`config.mk`:
```
export PLATFORM = sky130hd
export DESIGN_NAME = dispatch
export DESIGN_NICKNAME = d
export VERILOG_FILES = /design/src/verilog/dispatch_pkg.sv /design/src/verilog/gr_file.sv /design/src/verilog/sysreg_file.sv /design/src/verilog/operand_bypass.sv /design/src/verilog/dispatch_latch.sv /design/src/verilog/dispatch.sv
export SDC_FILE = /design/constraint.sdc
export NUM_CORES = 2
export LEC_CHECK = 0
export ABC_AREA = 1
export BUFFER_PORTS_ARGS = -buffer_cell sky130_fd_sc_hd__buf_4
export CAP_MARGIN = 20
export CORE_ASPECT_RATIO = 1.4
export CORE_MARGIN = 2
export CORE_UTILIZATION = 30
export DETAILED_ROUTE_END_ITERATION = 10
export PLACE_DENSITY_LB_ADDON = 0.25
export SYNTH_ARGS = -nofsm -noshare
export SYNTH_HDL_FRONTEND = slang
export SYNTH_SLANG_ARGS = --single-unit
```
`constraint.sdc`:
```
create_clock -name iCLOCK -period 1.7 [get_ports iCLOCK]
set_input_delay 0.17 -clock iCLOCK [delete_from_list [all_inputs] [get_ports iCLOCK]]
set_output_delay 0.17 -clock iCLOCK [all_outputs]
set_load 0.05 [all_outputs]
```
`src/verilog/dispatch_pkg.sv`:
```
package dispatch_pkg;

	// Data word for operands, PC values and register contents
	typedef logic [31:0] word_t;

	// General or system register pointer
	typedef logic [4:0] reg_ptr_t;

	// Execute command code
	typedef logic [4:0] cmd_t;

	// System register indices
	localparam reg_ptr_t SYSREG_CPUIDR = 5'd0;
	localparam reg_ptr_t SYSREG_COREIDR = 5'd1;
	localparam reg_ptr_t SYSREG_TIDR = 5'd2;
	localparam reg_ptr_t SYSREG_PCR = 5'd4;
	localparam reg_ptr_t SYSREG_SPR = 5'd5;
	localparam reg_ptr_t SYSREG_PSR = 5'd6;
	localparam reg_ptr_t SYSREG_PPSR = 5'd12;
	localparam reg_ptr_t SYSREG_PPCR = 5'd13;

	// Processor ID in the upper half and revision in the lower half
	localparam word_t PROCESSOR_ID_REV = {16'h4d49, 16'h0102};

	// PCR as a source points one instruction back
	localparam word_t PC_STEP = 32'd4;

endpackage

```
`src/verilog/gr_file.sv`:
```
`timescale 1ns/1ps

module gr_file import dispatch_pkg::*; (
	input logic iCLOCK,
	input logic inRESET,
	input logic pipeline_stop,
	input logic wb_valid,
	input logic wb_writeback,
	input logic wb_destination_sysreg,
	input reg_ptr_t wb_destination,
	input word_t wb_data,
	input reg_ptr_t rd_ptr0,
	input reg_ptr_t rd_ptr1,
	output word_t rd_data0,
	output word_t rd_data1
);

	word_t regs [0:31];
	logic wr_en;

	// Only general register targets land here
	assign wr_en = wb_valid && wb_writeback && !wb_destination_sysreg && !pipeline_stop;

	always_ff @(posedge iCLOCK or negedge inRESET) begin
		if (!inRESET) begin
			for (int i = 0; i < 32; i++) begin
				regs[i] <= '0;
			end
		end else if (wr_en) begin
			regs[wb_destination] <= wb_data;
		end
	end

	assign rd_data0 = regs[rd_ptr0];
	assign rd_data1 = regs[rd_ptr1];

	// A known pointer from decode must always read back a known word
	a_rd_data0_known: assert property (
		@(posedge iCLOCK) disable iff (!inRESET)
		!$isunknown(rd_ptr0) |-> !$isunknown(rd_data0)
	);

endmodule

```
`src/verilog/sysreg_file.sv`:
```
`timescale 1ns/1ps

module sysreg_file import dispatch_pkg::*; #(
	parameter word_t CORE_ID = 32'h0
) (
	input logic iCLOCK,
	input logic inRESET,
	input logic pipeline_stop,
	input logic register_lock,
	input logic set_irq_mode,
	input logic clr_irq_mode,
	input logic ppcr_set,
	input word_t ppcr_load,
	input logic wb_valid,
	input logic wb_writeback,
	input logic wb_destination_sysreg,
	input reg_ptr_t wb_destination,
	input word_t wb_data,
	input logic wb_spr_writeback,
	input word_t wb_spr,
	input word_t wb_pc,
	input logic wb_branch,
	input word_t wb_branch_pc,
	input logic rd_active0,
	input logic rd_active1,
	input reg_ptr_t rd_ptr0,
	input reg_ptr_t rd_ptr1,
	input word_t prev_pc,
	output word_t rd_data0,
	output word_t rd_data1,
	output logic rd_valid0,
	output logic rd_valid1,
	output word_t pcr,
	output word_t psr,
	output word_t ppsr,
	output word_t ppcr,
	output word_t spr,
	output word_t tidr
);

	logic wb_sys_ok;
	logic tidr_hit;
	logic spr_hit;
	logic psr_hit;
	logic ppsr_hit;
	logic ppcr_hit;
	logic pcr_load;
	logic spr_direct;
	word_t pcr_read;

	// Direct writeback into a system register
	assign wb_sys_ok = !pipeline_stop && wb_valid && wb_destination_sysreg && wb_writeback;
	assign tidr_hit = wb_sys_ok && (wb_destination == SYSREG_TIDR);
	assign spr_hit = wb_sys_ok && (wb_destination == SYSREG_SPR);
	assign psr_hit = wb_sys_ok && (wb_destination == SYSREG_PSR);
	assign ppsr_hit = wb_sys_ok && (wb_destination == SYSREG_PPSR);
	assign ppcr_hit = wb_sys_ok && (wb_destination == SYSREG_PPCR);

	assign pcr_load = wb_valid && !pipeline_stop && !register_lock;
	assign spr_direct = !pipeline_stop && wb_valid && wb_spr_writeback;

	always_ff @(posedge iCLOCK or negedge inRESET) begin
		if (!inRESET) begin
			pcr <= '0;
			spr <= '0;
			tidr <= '0;
			ppcr <= '0;
		end else begin
			if (pcr_load) begin
				pcr <= wb_branch ? wb_branch_pc : wb_pc;
			end
			if (spr_direct) begin
				spr <= wb_spr;
			end else if (spr_hit) begin
				spr <= wb_data;
			end
			if (tidr_hit) begin
				tidr <= wb_data;
			end
			if (ppcr_set) begin
				ppcr <= ppcr_load;
			end else if (ppcr_hit) begin
				ppcr <= wb_data;
			end
		end
	end

	// IRQ entry saves PSR and masks bits 6, 5 and 2; IRQ exit restores it
	always_ff @(posedge iCLOCK or negedge inRESET) begin
		if (!inRESET) begin
			psr <= '0;
			ppsr <= '0;
		end else begin
			if (set_irq_mode) begin
				psr <= {psr[31:7], 2'b00, psr[4:3], 1'b0, psr[1:0]};
			end else if (clr_irq_mode) begin
				psr <= ppsr;
			end else if (psr_hit) begin
				psr <= wb_data;
			end
			if (set_irq_mode) begin
				ppsr <= psr;
			end else if (ppsr_hit) begin
				ppsr <= wb_data;
			end
		end
	end

	assign pcr_read = prev_pc - PC_STEP;

	function automatic logic [32:0] read_sysreg(input logic active, input reg_ptr_t ptr);
		logic [32:0] result;
		result = '0;
		if (active) begin
			case (ptr)
				SYSREG_CPUIDR: result = {1'b1, PROCESSOR_ID_REV};
				SYSREG_COREIDR: result = {1'b1, CORE_ID};
				SYSREG_TIDR: result = {1'b1, tidr};
				SYSREG_PCR: result = {1'b1, pcr_read};
				SYSREG_SPR: result = {1'b1, spr};
				SYSREG_PSR: result = {1'b1, psr};
				SYSREG_PPSR: result = {1'b1, ppsr};
				SYSREG_PPCR: result = {1'b1, ppcr};
				default: result = '0;
			endcase
		end
		return result;
	endfunction

	always_comb begin
		{rd_valid0, rd_data0} = read_sysreg(rd_active0, rd_ptr0);
	end

	always_comb begin
		{rd_valid1, rd_data1} = read_sysreg(rd_active1, rd_ptr1);
	end

	// The free control unit never enters and leaves IRQ mode at once
	a_irq_mode_exclusive: assert property (
		@(posedge iCLOCK) disable iff (!inRESET)
		!(set_irq_mode && clr_irq_mode)
	);

endmodule

```
`src/verilog/operand_bypass.sv`:
```
`timescale 1ns/1ps

module operand_bypass import dispatch_pkg::*; (
	input reg_ptr_t rd_ptr,
	input logic rd_sysreg,
	input logic use_imm,
	input word_t imm,
	input word_t gr_data,
	input word_t sr_data,
	input logic sr_valid,
	input logic wb_valid,
	input logic wb_writeback,
	input logic wb_destination_sysreg,
	input logic wb_spr_writeback,
	input reg_ptr_t wb_destination,
	input word_t wb_data,
	input word_t wb_spr,
	input word_t wb_pc,
	output word_t operand
);

	logic fwd_hit;
	word_t fwd_data;

	// Forward from writeback
	always_comb begin
		fwd_hit = 1'b0;
		fwd_data = '0;
		if (wb_valid) begin
			if (rd_sysreg) begin
				if (wb_destination_sysreg) begin
					if (rd_ptr == SYSREG_PCR) begin
						fwd_hit = 1'b1;
						fwd_data = wb_pc;
					end else if (rd_ptr == SYSREG_SPR && wb_spr_writeback) begin
						fwd_hit = 1'b1;
						fwd_data = wb_spr;
					end else if (rd_ptr == wb_destination && wb_writeback) begin
						fwd_hit = 1'b1;
						fwd_data = wb_data;
					end
				end
			end else if (rd_ptr == wb_destination && !wb_destination_sysreg
					&& wb_writeback) begin
				fwd_hit = 1'b1;
				fwd_data = wb_data;
			end
		end
	end

	always_comb begin
		if (use_imm) begin
			operand = imm;
		end else if (fwd_hit) begin
			operand = fwd_data;
		end else if (rd_sysreg && sr_valid) begin
			operand = sr_data;
		end else begin
			operand = gr_data;
		end
	end

endmodule

```
`src/verilog/dispatch_latch.sv`:
```
`timescale 1ns/1ps

module dispatch_latch import dispatch_pkg::*; (
	input logic iCLOCK,
	input logic inRESET,
	input logic refresh,
	input logic pipeline_stop,
	input logic next_lock,
	input logic wb_valid,
	input logic prev_valid,
	input logic prev_destination_sysreg,
	input logic prev_writeback,
	input logic prev_ex_branch,
	input reg_ptr_t prev_destination,
	input cmd_t prev_cmd,
	input word_t prev_pc,
	input word_t operand0,
	input word_t operand1,
	output logic next_valid,
	output logic next_destination_sysreg,
	output logic next_writeback,
	output logic next_ex_branch,
	output reg_ptr_t next_destination,
	output cmd_t next_cmd,
	output word_t next_pc,
	output word_t next_source0,
	output word_t next_source1,
	output logic exception_lock
);

	logic valid_q;
	logic pcr_valid;

	always_ff @(posedge iCLOCK or negedge inRESET) begin
		if (!inRESET) begin
			valid_q <= 1'b0;
			next_destination_sysreg <= 1'b0;
			next_writeback <= 1'b0;
			next_ex_branch <= 1'b0;
			next_destination <= '0;
			next_cmd <= '0;
			next_pc <= '0;
			next_source0 <= '0;
			next_source1 <= '0;
		end else if (refresh) begin
			valid_q <= 1'b0;
			next_destination_sysreg <= 1'b0;
			next_writeback <= 1'b0;
			next_ex_branch <= 1'b0;
			next_destination <= '0;
			next_cmd <= '0;
			next_pc <= '0;
			next_source0 <= '0;
			next_source1 <= '0;
		end else if (!next_lock) begin
			valid_q <= prev_valid;
			next_destination_sysreg <= prev_destination_sysreg;
			next_writeback <= prev_writeback;
			next_ex_branch <= prev_ex_branch;
			next_destination <= prev_destination;
			next_cmd <= prev_cmd;
			next_pc <= prev_pc;
			next_source0 <= operand0;
			next_source1 <= operand1;
		end
	end

	// PCR is trusted once the first writeback has passed
	always_ff @(posedge iCLOCK or negedge inRESET) begin
		if (!inRESET) begin
			pcr_valid <= 1'b0;
		end else if (refresh) begin
			pcr_valid <= 1'b0;
		end else if (!pcr_valid && wb_valid && !pipeline_stop) begin
			pcr_valid <= 1'b1;
		end
	end

	assign next_valid = valid_q && !next_lock;
	assign exception_lock = !pcr_valid || !valid_q || next_ex_branch;

	// Held instruction stays put across a stall
	a_hold_under_lock: assert property (
		@(posedge iCLOCK) disable iff (!inRESET)
		next_lock && !refresh |=> $stable(next_pc) && $stable(next_source0)
			&& $stable(next_source1)
	);

endmodule

```
`src/verilog/dispatch.sv`:
```
`timescale 1ns/1ps

module dispatch import dispatch_pkg::*; #(
	parameter word_t CORE_ID = 32'h0
) (
	input logic iCLOCK,
	input logic inRESET,
	// Free control unit
	input logic pipeline_stop,
	input logic register_lock,
	input logic refresh,
	input logic set_irq_mode,
	input logic clr_irq_mode,
	input logic ppcr_set,
	input word_t ppcr_load,
	output logic exception_lock,
	output word_t pcr,
	output word_t psr,
	output word_t ppsr,
	output word_t ppcr,
	output word_t spr,
	output word_t tidr,
	// Decode side
	input logic prev_valid,
	input logic prev_source0_active,
	input logic prev_source1_active,
	input logic prev_source0_sysreg,
	input logic prev_source1_sysreg,
	input reg_ptr_t prev_source0,
	input word_t prev_source1,
	input logic prev_source1_imm,
	input logic prev_destination_sysreg,
	input reg_ptr_t prev_destination,
	input logic prev_writeback,
	input cmd_t prev_cmd,
	input logic prev_ex_branch,
	input word_t prev_pc,
	output logic previous_lock,
	// Execute side
	output logic next_valid,
	output logic next_destination_sysreg,
	output reg_ptr_t next_destination,
	output logic next_writeback,
	output cmd_t next_cmd,
	output word_t next_source0,
	output word_t next_source1,
	output logic next_ex_branch,
	output word_t next_pc,
	input logic next_lock,
	// Writeback
	input logic wb_valid,
	input word_t wb_data,
	input reg_ptr_t wb_destination,
	input logic wb_destination_sysreg,
	input logic wb_writeback,
	input logic wb_spr_writeback,
	input word_t wb_spr,
	input word_t wb_pc,
	input logic wb_branch,
	input word_t wb_branch_pc
);

	word_t gr_data0;
	word_t gr_data1;
	word_t sr_data0;
	word_t sr_data1;
	logic sr_valid0;
	logic sr_valid1;
	word_t operand0;
	word_t operand1;

	assign previous_lock = next_lock;

	gr_file u_gr_file (
		.rd_ptr0(prev_source0),
		.rd_ptr1(prev_source1[4:0]),
		.rd_data0(gr_data0),
		.rd_data1(gr_data1),
		.*
	);

	sysreg_file #(
		.CORE_ID(CORE_ID)
	) u_sysreg_file (
		.rd_active0(prev_source0_active),
		.rd_active1(prev_source1_active),
		.rd_ptr0(prev_source0),
		.rd_ptr1(prev_source1[4:0]),
		.rd_data0(sr_data0),
		.rd_data1(sr_data1),
		.rd_valid0(sr_valid0),
		.rd_valid1(sr_valid1),
		.*
	);

	// Source 0 never carries an immediate
	operand_bypass u_bypass0 (
		.rd_ptr(prev_source0),
		.rd_sysreg(prev_source0_sysreg),
		.use_imm(1'b0),
		.imm(32'h0),
		.gr_data(gr_data0),
		.sr_data(sr_data0),
		.sr_valid(sr_valid0),
		.operand(operand0),
		.*
	);

	operand_bypass u_bypass1 (
		.rd_ptr(prev_source1[4:0]),
		.rd_sysreg(prev_source1_sysreg),
		.use_imm(prev_source1_imm),
		.imm(prev_source1),
		.gr_data(gr_data1),
		.sr_data(sr_data1),
		.sr_valid(sr_valid1),
		.operand(operand1),
		.*
	);

	dispatch_latch u_latch (
		.*
	);

endmodule

```
==> flow_metrics.tcl <==
set metrics [dict create \
    path_buf_inv 1 \
    gp_congestion 1.029 \
    holdWs_ns 0.06923 \
    first_pass_iters 9 \
    die_w_um 424.2 \
    syn-cell-area_mm2 0.07417 \
    slew_viol_final 0 \
    critPathKind "reg -> out" \
    hold_viol 0 \
    ys_ff_latch 1327 \
    path_clk_slew_ns 0.06 \
    synth_edf_count 0 \
    fill_cells 24980 \
    clock_latency_ns 0.84 \
    synth_top_cell_area_share 0.4477 \
    min_period_ns 1.805 \
    wl_per_cell_um 28.89 \
    htree_levels 4 \
    async_flop_share 1.000 \
    grt_usage 0.3498 \
    crit_chain "buf_8" \
    post-route-period-util 1.062 \
    pin_count 571 \
    p_total_mw 92.91 \
    cp-start-kind "register" \
    setup_violations 21 \
    layout_setup_ws_ns -0.1046 \
    fmax_mhz 554.1 \
    die_area_mm2 0.2513 \
    syn_to_final_growth_pct 41.70 \
    fin_worst_skew_ns 0.05124 \
    arrival_ns 1.63 \
    fp.coreArea_mm2 0.2465 \
    cap_violations 0 \
    grt_overflow 0 \
    synth.distinct_cells 41 \
    drt-initial-drc-count 11050 \
    antenna_found_initial 37 \
    end_kind "output pin" \
    num_vias 87610 \
    io_buffer_count 570 \
    route.detailed.drc 0 \
    ys_seq_area_frac 0.4477 \
    viasPerCell 5.589 \
    final_cell_mix "3691 x nand2_1, 1660 x buf_4, 1280 x dfrtp_1" \
    synth-main-ff-cell "dfrtp_1" \
    cp.required_ns 1.53 \
    yosysTopAreaCell "dfrtp_1" \
    ys_warn_count 0 \
    p_leak_nw 49.23 \
    rsz0062_at_grt "yes" \
    synth_area_leaders "dfrtp_1 45%, nand2_1 19%, o21ai_0 8.8%" \
    drive_above_1_share 0.2211 \
    status "finished, violations left" \
    slew_headroom 0.3594 \
    rows 216 \
    start_util 0.3009 \
    clockBufferDepth 4 \
    tightest_slew_ns 0.9574 \
    powerDensity_mw_per_mm2 884.0 \
    cts-root-buf "clkbuf_16" \
    cp_top_family "flip-flops" \
    fin_cells 15680 \
    worst_path_max_delay_cell "dfrtp_4" \
    grt_pass1_vias 84880 \
    grt_first_pass_wirelength_um 635400 \
    clock-sinks 1327 \
    cts_tree "yes" \
    cts_buffers 151 \
    dp_worst_setup_slack_ns -0.8808 \
    dpl.hpwl_um 320500 \
    layout_commonest_cell "nand2_1" \
    violations "setup timing" \
    die_h_um 592.3 \
    synth_area_per_cell_um2 7.025 \
    grt_start_max_net_pins 61 \
    hold_class "in -> reg" \
    placed_cells 15030 \
    synthCells 10560 \
    path_max_fanout 2 \
    postRouteAntennaNets 0 \
    ir_worst_vdd_uv 710.8 \
    synth_nets 10830 \
    cpPeakStageDelay_ns 0.62 \
    wl_um 452900 \
    num-nets-final 12550 \
]
## per-layer routing
layer	wire, µm	global-route usage
met5	84	0.004924
met4	49190	0.3147
met3	41430	0.07474
met2	205900	0.5642
met1	156400	0.3877
## final cells by class
type / instances / area [µm²] / share of cell area
Multi-Input combinational cell: 7788 / 36780 / 0.3500
Clock buffer: 206 / 4400 / 0.04187
Timing Repair Buffer: 2413 / 23420 / 0.2228
Inverter: 598 / 2295 / 0.02183
Sequential cell: 1327 / 33270 / 0.3165
Clock inverter: 56 / 808.3 / 0.007690
Tap cell: 3270 / 4091 / 0.03893
Antenna cell: 17 / 42.54 / 0.0004047
## worst paths after layout
kind / from / to / slack [ns] / cells after the start
max: u_latch.next_source1[2]$_DFFE_PN0P_ / next_source1[2] / -0.10 / 1
min: prev_source1[10] / u_latch.next_source1[10]$_DFFE_PN0P_ / 0.07 / 5
max reg2reg: u_gr_file.regs[150]$_DFFE_PN0P_ / u_latch.next_source1[22]$_DFFE_PN0P_ / -0.01 / 11
min reg2reg: u_latch.next_source1[9]$_DFFE_PN0P_ / u_latch.next_source1[9]$_DFFE_PN0P_ / 0.48 / 2
max in group asynchronous: inRESET / u_gr_file.regs[546]$_DFFE_PN0P_ / 0.86 / 4
min in group asynchronous: inRESET / u_gr_file.regs[177]$_DFFE_PN0P_ / 0.14 / 3
## synthesized netlist by cell type, types with 4 or more instances
cell type  instances
nand3_1          613
a21oi_1          354
nand3b_1          10
o311ai_0          32
nor3_2             4
o221ai_1         145
o21ai_1          278
nor3_1            18
nor2_1           619
or2_2             32
buf_1            101
o211ai_1         261
clkinv_1           5
inv_1            582
xor2_1            24
inv_2             11
dfrtp_1         1327
o22ai_1          161
o21a_1            32
nand4_1           56
a211oi_1           9
nand2_1         3809
nand2_4            8
buf_2             88
o21ai_0         1301
clkbuf_1         656
## state kept, by name, summed over array words and instances (netlist names)
name	cells
u_gr_file.regs	1024
u_latch.next_cmd	5
u_latch.next_destination	5
u_latch.next_destination_sysreg	1
u_latch.next_ex_branch	1
u_latch.next_pc	32
u_latch.next_source0	32
u_latch.next_source1	32
u_latch.next_writeback	1
u_latch.pcr_valid	1
u_latch.valid_q	1
u_sysreg_file.pcr	32
u_sysreg_file.ppcr	32
u_sysreg_file.ppsr	32
u_sysreg_file.psr	32
u_sysreg_file.spr	32
u_sysreg_file.tidr	32
## tightest hold or removal path, delay by kind of cell
kind,cells,cell delay [ns]
buffers and inverters,1,0.13
AND/OR/NAND/NOR,4,0.53
## cells by family (layout without fill, tap and decap cells)
| family | count (synthesis) | after routing | synth area share |
|---|---|---|---|
| AOI/OAI and AO/OA | 2586 | 2586 | 0.1970 |
| xor gates and xnor gates | 25 | 25 | 0.002952 |
| adders and majority gates | 1 | 1 | 0.0001687 |
| buffers and inverters | 1444 | 3273 | 0.07461 |
| DFF | 1327 | 1327 | 0.4477 |
| other | 0 | 17 | 0 |
| and+or+nand+nor | 5176 | 5176 | 0.2776 |
## timing repair
item                       4_1_cts  5_1_grt
buffers inserted                39       32
cloned                           0        3
setup endpoints to repair      134       95
resized for setup              262      288
pin swaps                       20      189
hold buffers                   317        1
hold endpoints to repair      1967        1
## power breakdown
| part | switching (mW) | internal (mW) | total [mW] |
|---|---|---|---|
| registers | 1.76 | 33.5 | 35.3 |
| clock network | 14.9 | 21.0 | 35.9 |
| logic | 14.0 | 7.75 | 21.8 |
| total | 30.6 | 62.3 | 92.9 |
## stage by stage
stage,utilization,setup TNS [ns],instance area (µm²)
4_1_cts,0.4216,-1.063,103900
3_3_place_gp,0.3833,-211.52,94480
3_5_place_dp,0.3833,-212.61,94480
2_1_floorplan,-,-64.09,74710
5_1_grt,0.4264,-1.878,105100
6_report,0.4264,-0.6945,105100
Note: power is estimated with default switching activity, not from simulation.
